### src/pad_settings.svh
//////////////////////////////////////////////////
// Pad ring settings
// Pad counts, JTAG pin map and pad variant tables
//////////////////////////////////////////////////

`ifndef PAD_SETTINGS_SVH
`define PAD_SETTINGS_SVH

// Pad counts
`define PAD_NUM_MIO 16 // Multiplexed pads, one word
`define PAD_NUM_DIO 6  // SPI device pads with 0-3 data, 4 CSB and 5 SCK

// JTAG overlay pin map on the MIO pads
`define JTAG_EN_IDX   7  // Strap pin
`define JTAG_TCK_IDX  8
`define JTAG_TMS_IDX  9
`define JTAG_TRST_IDX 10
`define JTAG_TDI_IDX  11
`define JTAG_TDO_IDX  4

// Variant tables with 2 bits per pad and pad 0 in the low bits
// Encodings are 0 bidir, 1 input only, 3 open drain

// MIO 12-15 open drain and MIO 0-11 bidir
`define PAD_MIO_VARIANTS {{4{2'd3}}, {12{2'd0}}}

// CSB and SCK input only and SPI data bidir
`define PAD_DIO_VARIANTS {{2{2'd1}}, {4{2'd0}}}

`endif

### src/pad_pkg.sv
//////////////////////////////////////////////////
// Pad level types and the pad variant rules
//////////////////////////////////////////////////

`include "pad_settings.svh"

package pad_pkg;

  typedef logic [`PAD_NUM_MIO-1:0] mio_vec_t; // One bit per MIO pad
  typedef logic [`PAD_NUM_DIO-1:0] dio_vec_t; // One bit per DIO pad

  typedef enum logic [1:0] {
    PAD_BIDIR      = 2'd0,
    PAD_INPUT      = 2'd1, // Receiver only
    PAD_OPEN_DRAIN = 2'd3  // Only pulls low
  } pad_variant_e;

  typedef struct packed {
    logic dp; // Positive line
    logic dn; // Negative line
  } usb_pair_t;

  // Value driven onto the pad
  function automatic logic pad_out_val(pad_variant_e variant, logic out, logic inv);
    logic res;
    res = (variant == PAD_BIDIR) ? (out ^ inv) : 1'b0; // Open drain drives a 0
    return res;
  endfunction

  // Driver enable of the pad
  function automatic logic pad_oe_val(pad_variant_e variant, logic out, logic oe, logic inv);
    logic res;
    case (variant)
      PAD_BIDIR:      res = oe;
      PAD_OPEN_DRAIN: res = oe & ~(out ^ inv); // Enable only to pull low
      default:        res = 1'b0;              // Input only
    endcase
    return res;
  endfunction

endpackage

### src/jtag_pkg.sv
//////////////////////////////////////////////////
// JTAG overlay types
//////////////////////////////////////////////////

package jtag_pkg;

  // Overlay mode taken from the strap pin
  typedef enum logic {
    JTAG_OFF = 1'b0, // Pins pass through
    JTAG_ON  = 1'b1  // Pins belong to JTAG
  } jtag_mode_e;

  typedef logic [3:0] pin_idx_t; // Index of an MIO pin

endpackage

### src/pad_sync.sv
//////////////////////////////////////////////////
// Two flop synchronizer for pad input levels
//////////////////////////////////////////////////

`timescale 1ns/1ps

module pad_sync #(
  parameter type      payload_t = logic,
  parameter payload_t ResetVal  = '0
) (
  input  logic     clk_i,
  input  logic     rst_i,
  input  payload_t d_i,   // Asynchronous pad level
  output payload_t q_o    // Synchronized level
);

  payload_t meta_q; // First stage may go metastable
  payload_t sync_q; // Second stage

  always_ff @(posedge clk_i) begin
    if (rst_i) begin
      meta_q <= ResetVal;
      sync_q <= ResetVal;
    end else begin
      meta_q <= d_i;
      sync_q <= meta_q;
    end
  end

  assign q_o = sync_q;

endmodule

### src/pad_drv.sv
//////////////////////////////////////////////////
// Pad drivers
// Variant and invert rules with registered pad side
//////////////////////////////////////////////////

`timescale 1ns/1ps
`include "pad_settings.svh"

module pad_drv (
  input  logic              clk_i,
  input  logic              rst_i,
  input  pad_pkg::mio_vec_t mio_sync_i,    // Synchronized MIO pads
  input  pad_pkg::dio_vec_t dio_sync_i,    // Synchronized DIO pads
  input  pad_pkg::mio_vec_t mio_inv_i,
  input  pad_pkg::dio_vec_t dio_inv_i,
  input  pad_pkg::mio_vec_t mio_out_i,     // After the JTAG mux
  input  pad_pkg::mio_vec_t mio_oe_i,
  input  pad_pkg::dio_vec_t dio_out_i,
  input  pad_pkg::dio_vec_t dio_oe_i,
  output pad_pkg::mio_vec_t mio_in_o,      // Inverted inputs
  output pad_pkg::dio_vec_t dio_in_o,
  output pad_pkg::mio_vec_t mio_pad_out_o,
  output pad_pkg::mio_vec_t mio_pad_oe_o,
  output pad_pkg::dio_vec_t dio_pad_out_o,
  output pad_pkg::dio_vec_t dio_pad_oe_o
);

  import pad_pkg::*;

  localparam logic [2*`PAD_NUM_MIO-1:0] MioVariants = `PAD_MIO_VARIANTS;
  localparam logic [2*`PAD_NUM_DIO-1:0] DioVariants = `PAD_DIO_VARIANTS;

  mio_vec_t mio_out_d, mio_oe_d, mio_out_q, mio_oe_q;
  dio_vec_t dio_out_d, dio_oe_d, dio_out_q, dio_oe_q;

  // Inbound side
  assign mio_in_o = mio_sync_i ^ mio_inv_i;
  assign dio_in_o = dio_sync_i ^ dio_inv_i;

  //////////////////////////////////////////////////
  // Outbound variant rules
  //////////////////////////////////////////////////

  always_comb begin
    for (int i = 0; i < `PAD_NUM_MIO; i++) begin
      mio_out_d[i] = pad_out_val(pad_variant_e'(MioVariants[2*i +: 2]), mio_out_i[i],
                                 mio_inv_i[i]);
      mio_oe_d[i]  = pad_oe_val(pad_variant_e'(MioVariants[2*i +: 2]), mio_out_i[i],
                                mio_oe_i[i], mio_inv_i[i]);
    end
    for (int i = 0; i < `PAD_NUM_DIO; i++) begin
      dio_out_d[i] = pad_out_val(pad_variant_e'(DioVariants[2*i +: 2]), dio_out_i[i],
                                 dio_inv_i[i]);
      dio_oe_d[i]  = pad_oe_val(pad_variant_e'(DioVariants[2*i +: 2]), dio_out_i[i],
                                dio_oe_i[i], dio_inv_i[i]);
    end
  end

  always_ff @(posedge clk_i) begin
    if (rst_i) begin
      mio_out_q <= '0; // Pads float out of reset
      mio_oe_q  <= '0;
      dio_out_q <= '0;
      dio_oe_q  <= '0;
    end else begin
      mio_out_q <= mio_out_d;
      mio_oe_q  <= mio_oe_d;
      dio_out_q <= dio_out_d;
      dio_oe_q  <= dio_oe_d;
    end
  end

  assign mio_pad_out_o = mio_out_q;
  assign mio_pad_oe_o  = mio_oe_q;
  assign dio_pad_out_o = dio_out_q;
  assign dio_pad_oe_o  = dio_oe_q;

endmodule

### src/jtag_overlay_ctrl.sv
//////////////////////////////////////////////////
// JTAG overlay control
// Registers the strap pin into the overlay mode
//////////////////////////////////////////////////

`timescale 1ns/1ps
`include "pad_settings.svh"

module jtag_overlay_ctrl (
  input  logic                 clk_i,
  input  logic                 rst_i,
  input  pad_pkg::mio_vec_t    mio_sync_i,    // Inverted synchronized MIO inputs
  output jtag_pkg::jtag_mode_e jtag_mode_o,
  output logic                 jtag_active_o  // Mode seen from outside
);

  import jtag_pkg::*;

  localparam pin_idx_t EnIdx = pin_idx_t'(`JTAG_EN_IDX);

  jtag_mode_e mode_d, mode_q;

  // Strap high selects JTAG
  assign mode_d = mio_sync_i[EnIdx] ? JTAG_ON : JTAG_OFF;

  always_ff @(posedge clk_i) begin
    if (rst_i) begin
      mode_q <= JTAG_OFF; // Ring comes up in pass through
    end else begin
      mode_q <= mode_d;
    end
  end

  assign jtag_mode_o   = mode_q;
  assign jtag_active_o = (mode_q == JTAG_ON);

endmodule

### src/jtag_overlay_mux.sv
//////////////////////////////////////////////////
// JTAG overlay mux
// Routes the JTAG pins and ties off the core side
//////////////////////////////////////////////////

`timescale 1ns/1ps
`include "pad_settings.svh"

module jtag_overlay_mux (
  input  jtag_pkg::jtag_mode_e jtag_mode_i,
  input  pad_pkg::mio_vec_t    mio_in_pad_i,    // Inverted pad inputs
  input  pad_pkg::mio_vec_t    mio_out_core_i,
  input  pad_pkg::mio_vec_t    mio_oe_core_i,
  input  logic                 jtag_tdo_i,
  output pad_pkg::mio_vec_t    mio_in_core_o,
  output pad_pkg::mio_vec_t    mio_out_pad_o,   // Toward the pad drivers
  output pad_pkg::mio_vec_t    mio_oe_pad_o,
  output logic                 jtag_tck_o,
  output logic                 jtag_tms_o,
  output logic                 jtag_trst_no,
  output logic                 jtag_tdi_o
);

  import jtag_pkg::*;

  localparam pin_idx_t TckIdx  = pin_idx_t'(`JTAG_TCK_IDX);
  localparam pin_idx_t TmsIdx  = pin_idx_t'(`JTAG_TMS_IDX);
  localparam pin_idx_t TrstIdx = pin_idx_t'(`JTAG_TRST_IDX);
  localparam pin_idx_t TdiIdx  = pin_idx_t'(`JTAG_TDI_IDX);
  localparam pin_idx_t TdoIdx  = pin_idx_t'(`JTAG_TDO_IDX);

  logic jtag_on;

  assign jtag_on = (jtag_mode_i == JTAG_ON);

  //////////////////////////////////////////////////
  // Pin takeover
  //////////////////////////////////////////////////

  always_comb begin
    mio_in_core_o = mio_in_pad_i;   // Pass through by default
    mio_out_pad_o = mio_out_core_i;
    mio_oe_pad_o  = mio_oe_core_i;
    if (jtag_on) begin
      // JTAG inputs are never driven and read 0 in the core
      mio_oe_pad_o[TckIdx]   = 1'b0;
      mio_oe_pad_o[TmsIdx]   = 1'b0;
      mio_oe_pad_o[TrstIdx]  = 1'b0;
      mio_oe_pad_o[TdiIdx]   = 1'b0;
      mio_in_core_o[TckIdx]  = 1'b0;
      mio_in_core_o[TmsIdx]  = 1'b0;
      mio_in_core_o[TrstIdx] = 1'b0;
      mio_in_core_o[TdiIdx]  = 1'b0;
      // TDO owns its pad
      mio_out_pad_o[TdoIdx]  = jtag_tdo_i;
      mio_oe_pad_o[TdoIdx]   = 1'b1;
      mio_in_core_o[TdoIdx]  = 1'b0;
    end
  end

  // JTAG side held low while off
  assign jtag_tck_o   = jtag_on & mio_in_pad_i[TckIdx];
  assign jtag_tms_o   = jtag_on & mio_in_pad_i[TmsIdx];
  assign jtag_trst_no = jtag_on & mio_in_pad_i[TrstIdx]; // TAP held in reset
  assign jtag_tdi_o   = jtag_on & mio_in_pad_i[TdiIdx];

endmodule

### src/usb_diff_rx.sv
//////////////////////////////////////////////////
// USB differential receiver
// Decodes data and SE0 from the line pair
//////////////////////////////////////////////////

`timescale 1ns/1ps

module usb_diff_rx (
  input  logic               clk_i,
  input  logic               rst_i,
  input  pad_pkg::usb_pair_t usb_pad_i,   // Raw line pair
  input  logic               usb_rx_en_i,
  output logic               usb_d_o,     // Received data bit
  output logic               usb_se0_o    // Both lines low
);

  import pad_pkg::*;

  usb_pair_t usb_sync;
  logic      d_q, se0_q;

  pad_sync #(
    .payload_t ( usb_pair_t ),
    .ResetVal  ( '0         )
  ) u_usb_sync (
    .clk_i ( clk_i     ),
    .rst_i ( rst_i     ),
    .d_i   ( usb_pad_i ),
    .q_o   ( usb_sync  )
  );

  // Decoder outputs drop to 0 when disabled
  always_ff @(posedge clk_i) begin
    if (rst_i) begin
      d_q   <= 1'b0;
      se0_q <= 1'b0;
    end else begin
      d_q   <= usb_rx_en_i & usb_sync.dp;
      se0_q <= usb_rx_en_i & ~usb_sync.dp & ~usb_sync.dn;
    end
  end

  assign usb_d_o   = d_q;
  assign usb_se0_o = se0_q;

endmodule

### src/pad_ring_top.sv
//////////////////////////////////////////////////
// Pad ring top
// Synchronizers, pad drivers, JTAG overlay and USB
//////////////////////////////////////////////////

`timescale 1ns/1ps

module pad_ring_top (
  input  logic                 clk_i,
  input  logic                 rst_i,
  // Pad side
  input  pad_pkg::mio_vec_t    mio_pad_in_i,
  input  pad_pkg::dio_vec_t    dio_pad_in_i,
  input  pad_pkg::usb_pair_t   usb_pad_i,
  output pad_pkg::mio_vec_t    mio_pad_out_o,
  output pad_pkg::mio_vec_t    mio_pad_oe_o,
  output pad_pkg::dio_vec_t    dio_pad_out_o,
  output pad_pkg::dio_vec_t    dio_pad_oe_o,
  // Core side
  input  pad_pkg::mio_vec_t    mio_out_i,
  input  pad_pkg::mio_vec_t    mio_oe_i,
  input  pad_pkg::mio_vec_t    mio_inv_i,     // Per pad invert attribute
  input  pad_pkg::dio_vec_t    dio_out_i,
  input  pad_pkg::dio_vec_t    dio_oe_i,
  input  pad_pkg::dio_vec_t    dio_inv_i,
  output pad_pkg::mio_vec_t    mio_in_o,
  output pad_pkg::dio_vec_t    dio_in_o,
  // JTAG side
  output logic                 jtag_tck_o,
  output logic                 jtag_tms_o,
  output logic                 jtag_trst_no,
  output logic                 jtag_tdi_o,
  input  logic                 jtag_tdo_i,
  output logic                 jtag_active_o,
  // USB side
  input  logic                 usb_rx_en_i,
  output logic                 usb_d_o,
  output logic                 usb_se0_o
);

  import pad_pkg::*;
  import jtag_pkg::*;

  mio_vec_t   mio_sync;       // Raw synchronized MIO
  dio_vec_t   dio_sync;
  mio_vec_t   mio_pad_sync;   // Synchronized and inverted
  mio_vec_t   mio_out_mux;    // Core outputs after the overlay
  mio_vec_t   mio_oe_mux;
  jtag_mode_e jtag_mode;

  //////////////////////////////////////////////////
  // Input synchronizers
  //////////////////////////////////////////////////

  pad_sync #(
    .payload_t ( mio_vec_t ),
    .ResetVal  ( '0        )
  ) u_mio_sync (
    .clk_i ( clk_i        ),
    .rst_i ( rst_i        ),
    .d_i   ( mio_pad_in_i ),
    .q_o   ( mio_sync     )
  );

  pad_sync #(
    .payload_t ( dio_vec_t ),
    .ResetVal  ( '0        )
  ) u_dio_sync (
    .clk_i ( clk_i        ),
    .rst_i ( rst_i        ),
    .d_i   ( dio_pad_in_i ),
    .q_o   ( dio_sync     )
  );

  //////////////////////////////////////////////////
  // Pad drivers and JTAG overlay
  //////////////////////////////////////////////////

  pad_drv u_pad_drv (
    .clk_i         ( clk_i         ),
    .rst_i         ( rst_i         ),
    .mio_sync_i    ( mio_sync      ),
    .dio_sync_i    ( dio_sync      ),
    .mio_inv_i     ( mio_inv_i     ),
    .dio_inv_i     ( dio_inv_i     ),
    .mio_out_i     ( mio_out_mux   ),
    .mio_oe_i      ( mio_oe_mux    ),
    .dio_out_i     ( dio_out_i     ),
    .dio_oe_i      ( dio_oe_i      ),
    .mio_in_o      ( mio_pad_sync  ),
    .dio_in_o      ( dio_in_o      ), // DIO bypasses the overlay
    .mio_pad_out_o ( mio_pad_out_o ),
    .mio_pad_oe_o  ( mio_pad_oe_o  ),
    .dio_pad_out_o ( dio_pad_out_o ),
    .dio_pad_oe_o  ( dio_pad_oe_o  )
  );

  jtag_overlay_ctrl u_jtag_ctrl (
    .clk_i         ( clk_i         ),
    .rst_i         ( rst_i         ),
    .mio_sync_i    ( mio_pad_sync  ),
    .jtag_mode_o   ( jtag_mode     ),
    .jtag_active_o ( jtag_active_o )
  );

  jtag_overlay_mux u_jtag_mux (
    .jtag_mode_i    ( jtag_mode    ),
    .mio_in_pad_i   ( mio_pad_sync ),
    .mio_out_core_i ( mio_out_i    ),
    .mio_oe_core_i  ( mio_oe_i     ),
    .jtag_tdo_i     ( jtag_tdo_i   ),
    .mio_in_core_o  ( mio_in_o     ),
    .mio_out_pad_o  ( mio_out_mux  ),
    .mio_oe_pad_o   ( mio_oe_mux   ),
    .jtag_tck_o     ( jtag_tck_o   ),
    .jtag_tms_o     ( jtag_tms_o   ),
    .jtag_trst_no   ( jtag_trst_no ),
    .jtag_tdi_o     ( jtag_tdi_o   )
  );

  // USB receiver has its own synchronizer
  usb_diff_rx u_usb_rx (
    .clk_i       ( clk_i       ),
    .rst_i       ( rst_i       ),
    .usb_pad_i   ( usb_pad_i   ),
    .usb_rx_en_i ( usb_rx_en_i ),
    .usb_d_o     ( usb_d_o     ),
    .usb_se0_o   ( usb_se0_o   )
  );

endmodule

### config.mk
export PLATFORM = sky130hd
export DESIGN_NAME = pad_ring_top
export DESIGN_NICKNAME = d
export VERILOG_FILES = /design/src/pad_pkg.sv /design/src/jtag_pkg.sv /design/src/pad_sync.sv /design/src/pad_drv.sv /design/src/jtag_overlay_ctrl.sv /design/src/jtag_overlay_mux.sv /design/src/usb_diff_rx.sv /design/src/pad_ring_top.sv
export VERILOG_INCLUDE_DIRS = /design/src
export SDC_FILE = /design/constraint.sdc
export NUM_CORES = 1
export LEC_CHECK = 0
export BUFFER_PORTS_ARGS = -buffer_cell sky130_fd_sc_hd__buf_2
export CAP_MARGIN = 20
export CORE_MARGIN = 2
export CORE_UTILIZATION = 39
export DETAILED_ROUTE_END_ITERATION = 7
export PLACE_DENSITY = 0.88
export SLEW_MARGIN = 10
export SYNTH_ARGS = -nofsm -noshare
export SYNTH_HDL_FRONTEND = slang
export SYNTH_SLANG_ARGS = --single-unit
### constraint.sdc
create_clock -name clk_i -period 1 [get_ports clk_i]
set_input_delay 0.3 -clock clk_i [delete_from_list [all_inputs] [get_ports clk_i]]
set_output_delay 0.3 -clock clk_i [all_outputs]
set_load 0.1 [all_outputs]
# --- After elaboration in Yosys (flattened, before gate mapping) ---
# Index checks and enable logic that the tools add are counted.
op_classes:
  n_reduce_logical: 1
  n_mux: 5
  n_bitwise: 39
op_table:
  columns: ["operator", "n"]
  rows:
  - ["$xor A1 B1 Y1", 20]
  - ["$xor A16 B16 Y16", 1]
  - ["$and A1 B1 Y1", 11]
  - ["$not A1 Y1", 6]
  - ["$xor A6 B6 Y6", 1]
  - ["$mux W1", 4]
  - ["$mux W4", 1]
  - ["$reduce_or A2 Y1", 1]
word_totals:
  wordCells: 64
  output_inout_bits: 73
  register_bits: 95
  input_bits: 94

# --- Longest topological paths before layout ---
logic_depth:
  word_depth: 3
  ltp_mapped: 3
  mapped_depth_nobuf: 2

# --- Hierarchy ---
# Synthesis repeated with hierarchy kept, for this count alone.
unflattened:
  cells_unflattened: 287
  hier_area_um2: 3240.6
modules_own_cells:
  columns: ["module", "instances", "seq_area_each_um2", "cells_per_inst", "area_each_um2"]
  rows:
  - ["pad_drv", 1, 720.7, 127, 1407.6]
  - ["pad_sync at u_mio_sync", 1, 640.6, 67, 863.3]
  - ["jtag_overlay_mux", 1, 0.0, 53, 392.9]
  - ["pad_sync at u_dio_sync", 1, 240.2, 25, 366.6]
  - ["pad_sync at u_usb_rx.u_usb_sync", 1, 80.1, 8, 105.1]
  - ["usb_diff_rx", 1, 40.0, 4, 63.8]
  - ["jtag_overlay_ctrl", 1, 20.0, 3, 41.3]

# --- Worst setup path before layout ---
# No wires, ideal clock.
synth_path:
  kind: "flip-flop to output port"
  from: "register u_jtag_ctrl.mode_q, in the netlist u_jtag_ctrl.jtag_active_o"
  to: "output mio_in_o[10]"
  required_ps: 700
  path_buffers: 1
  path_slack_ps: -1608
  arrival_time_ps: 2308
  path_stages_with_launch: 3
  path_cell_list: "dfxtp_1 > clkbuf_1 > nor2b_1"
synth_between:
  elab_chain_cells: 1
synth_rtl:
  columns: ["item", "line_no", "source"]
  rows:
  - ["from (decl)", "jtag_overlay_ctrl.sv:21", "jtag_mode_e mode_d, mode_q;"]
  - ["from (signal assigned)", "jtag_overlay_ctrl.sv:30", "mode_q <= mode_d;"]
  - ["$mux W4", "jtag_overlay_mux.sv:44", "if (jtag_on) begin"]
  - ["to (decl)", "pad_ring_top.sv:26", "output pad_pkg::mio_vec_t mio_in_o,"]
# No other way between the ends.

# --- Final worst setup path ---
layout_path:
  from: "register u_mio_sync.sync_q, in the netlist u_mio_sync.q_o[10]"
  to: "output mio_in_o[10]"
layout_between:
  elab_chain_cells: 2
layout_rtl:
  columns: ["item", "line_no", "source"]
  rows:
  - ["from (decl)", "pad_sync.sv:18", "payload_t sync_q;"]
  - ["from (signal assigned)", "pad_sync.sv:23", "sync_q <= ResetVal;"]
  - ["from (signal assigned)", "pad_sync.sv:26", "sync_q <= meta_q;"]
  - ["$xor A16 B16 Y16", "pad_drv.sv:37", "assign mio_in_o = mio_sync_i ^ mio_inv_i;"]
  - ["$mux W4", "jtag_overlay_mux.sv:44", null]
# No other way between the ends.

==> impl_results.md <==
* Hold WS at 159 ps
* WP data arrival at 1280 ps
* Mux contribution to synthesized area at 0.00750
* Core area at 7140 um2
* Post-synthesis async set-or-reset flop share at 0
* CP Max Fanout at 2
* Drc violations at 0
* CTS tree: done
* Synth Area in Adders at 0
* Buffers on Ports at 154
* Count of warnings emitted by yosys at 0
* Failing checks: negative setup slack
* Critical Path Max Stage Delay at 340 ps
* Initial core utilization at 0.398
* Leakage at 2.46 nW
* Period minus WS final at 1580 ps
* Cts hold-fix bufs at 0
* Setup WS post-layout at -579 ps
* CP required at 700 ps
* Critical path's top delay family: flip-flops
* Layout cells sized above 1 at 0.670
* Die area at 7970 um2
* Setup crit start kind: flip-flop
* Clk sinks at 87
* Synth top area share at 0.614
* Drt first pass iters at 4
* GRT overflow at 0
* Vias at 2317
* Reg2reg path depth at 4
* # IOs at 167
* Gpl congestion at 0.769
* Synth Area in XOR/XNOR at 0.127
* Area delta synth->final at 97.8%
* Num CTS Buffers at 9
* Largest net degree at the start of global routing at 25
* Mapped Cells at 249
* Post-layout net count at 527
* CP cell instances: xor2_2 -> nor2b_4 -> buf_12
* Reg-to-Reg Start: u_jtag_ctrl.jtag_active_o$_SDFF_PP0_
* Final WL at 9.22 mm
* Synthesized flop and latch total at 87
* Fraction of the mapped netlist area in compound gates at 0
* Vias in the first global route at 2612
* Clock slew at reported path FFs at 90 ps
* Power density cells at 1680 nW/um2
* Distinct cells, synth at 17
* Slowest-stage cell, CP: dfxtp_2
* Final std cells w/o fill at 537
* Worst-skew pair later-pin latency at 340 ps
* Main combinational cell family by area after synthesis: simple AND/OR/NAND/NOR gates
* Mapped Area at 2840 um2
* Die Y at 89.3 um
* Final setup viols at 66
* Tot GR Track Use at 0.233
* Hold Fails Final Rpt at 0
* Yosys top cell by area: dfxtp_1
* Maximum clock rate at 0.633 GHz
* Dominant synthesized flop cell: dfxtp_1
* Syn Area/Cell at 11.4 um2
* DR WL/cell at 17.2 um
* Hold/Removal Path Class: input pin to flip-flop
* Synth cell count leaders: dfxtp_1 (87), nor2b_1 (57), xor2_1 (25), nor2_1 (20), xnor2_1 (16)
* Power, Total at 9.42 mW
* Chip Width at 89.3 um
* Final Max Tran Viols at 0
* Global-route wire length before repair at 13.4 mm
* Clock root buffer: clkbuf_8
* Post-synth EDFFs at 0
* CTS Buffer Depth at 2
* Critical R2R Capture: u_pad_drv.mio_pad_out_o[4]$_SDFF_PP0_
* Status: finished, violations left
* Post-synthesis simple-gate area fraction at 0.208
* Top-count cell post-synth: dfxtp_1
* Antenna viol nets, final at 0
* Worst Setup End Kind: primary output
* Tcrit/Tclk final at 1.58
* DP Wirelength at 6.50 mm
* Core Rows at 31
* Dpl ws at -323 ps
* RSZ-0062 raised after global routing: yes
* Flop2flop setup slack at -300 ps
* Htree depth at 3
* Inst Count DP at 517
* Peak VDD IR at 1.04 mV
* Hold depth at 2
* Kind of critical path: flip-flop to primary output
* Crit path buf inv count at 1
* Initial DRC count at 48
* Initial antenna violation count at 1
* Max capacitance violation total at 0
* DR vias/cell at 4.31
* Core Util, Final at 0.787
* Hold Path End: u_pad_drv.mio_pad_oe_o[0]$_SDFF_PP0_
* Worst Skew at 14.0 ps
* Hold wc startpoint: mio_oe_i[0]
* Seq/Total Area, Yosys at 0.614
* Largest cells by area after synthesis: dfxtp_1 (61%), nor2b_1 (13%), xor2_1 (7.7%)
[repair_timing]
item / 4_1_cts / 5_1_grt
endpoints found under the setup margin: 66 / 67
gates resized for setup: 30 / 6
pin swaps: 20 / 3
setup buffers: 1 / 4
[layout make-up]
| cell class | instances | area [um2] |
|---|---|---|
| timing repair buffer | 185 | 2020 |
| antenna | 1 | 2.50 |
| tap | 99 | 124 |
| fill | 374 | 1520 |
| multi-input combinational | 150 | 1410 |
| sequential | 87 | 1860 |
| clock inverter | 4 | 28.8 |
| clock buffer | 11 | 163 |
[how the worst max path moves through the flow]
stage          cells after the start                                  from      endpoint  slack (ps)
6_report                           3         u_mio_sync.q_o[10]$_SDFF_PP0_  mio_in_o[10]        -580
5_1_grt                            3         u_mio_sync.q_o[10]$_SDFF_PP0_  mio_in_o[10]        -630
4_1_cts                            3         u_mio_sync.q_o[10]$_SDFF_PP0_  mio_in_o[10]        -560
3_5_place_dp                       4                         mio_inv_i[10]  mio_in_o[10]        -320
3_3_place_gp                       4                         mio_inv_i[11]  mio_in_o[11]        -250
2_1_floorplan                      2  u_jtag_ctrl.jtag_active_o$_SDFF_PP0_  mio_in_o[10]        -450
[metrics by stage]
step	TNS [ps]	cell area [um2]
after floorplan	-7890	3310
after global placement	-5560	5260
after detailed placement	-6930	5260
after CTS	-18550	5570
after global routing	-19810	5610
final	-17860	5610
[logic make-up (layout without fill, tap and decap cells)]
logic type | after synthesis | count (layout)
and+or+nand+nor | 99 | 99
xor gates and xnor gates | 41 | 41
other | 1 | 9
DFF | 87 | 87
muxes | 2 | 2
buffers and inverters | 19 | 200
[registers in the layout, indices dropped and copies added, names as in the netlist]
| name | flops |
|---|---|
| u_mio_sync.meta_q | 16 |
| u_mio_sync.q_o | 16 |
| u_pad_drv.mio_pad_oe_o | 16 |
| u_pad_drv.mio_pad_out_o | 12 |
| u_dio_sync.meta_q | 6 |
| u_dio_sync.q_o | 6 |
| u_pad_drv.dio_pad_oe_o | 4 |
| u_pad_drv.dio_pad_out_o | 4 |
| u_usb_rx.u_usb_sync.meta_q | 2 |
| u_usb_rx.u_usb_sync.q_o | 2 |
| u_jtag_ctrl.jtag_active_o | 1 |
| u_usb_rx.usb_d_o | 1 |
| u_usb_rx.usb_se0_o | 1 |
[report_power, final]
group	switching (mW)	internal, mW	total (mW)
Sequential	0.150	3.65	3.80
Combinational	2.08	1.23	3.31
Clock	1.20	1.11	2.31
[placed cells by master (no fill, tap or decap), drive strengths merged, types with 2 or more instances in the layout]
master,synthesis,final
clkinv,0,2
conb,1,8
buf,16,185
clkinvlp,0,2
and2,8,8
dfxtp,87,87
nor2b,57,57
and2b,8,8
clkbuf,3,11
nor3b,4,4
nor2,20,20
xnor2,16,16
xor2,25,25
[metal layers]
| layer | routed length, um | GRT usage |
|---|---|---|
| met5 | 0 | 0 |
| met4 | 401 | 0.140 |
| met3 | 486 | 0.0434 |
| met2 | 5460 | 0.465 |
| met1 | 2880 | 0.214 |
(Power assumes the default switching activity.)
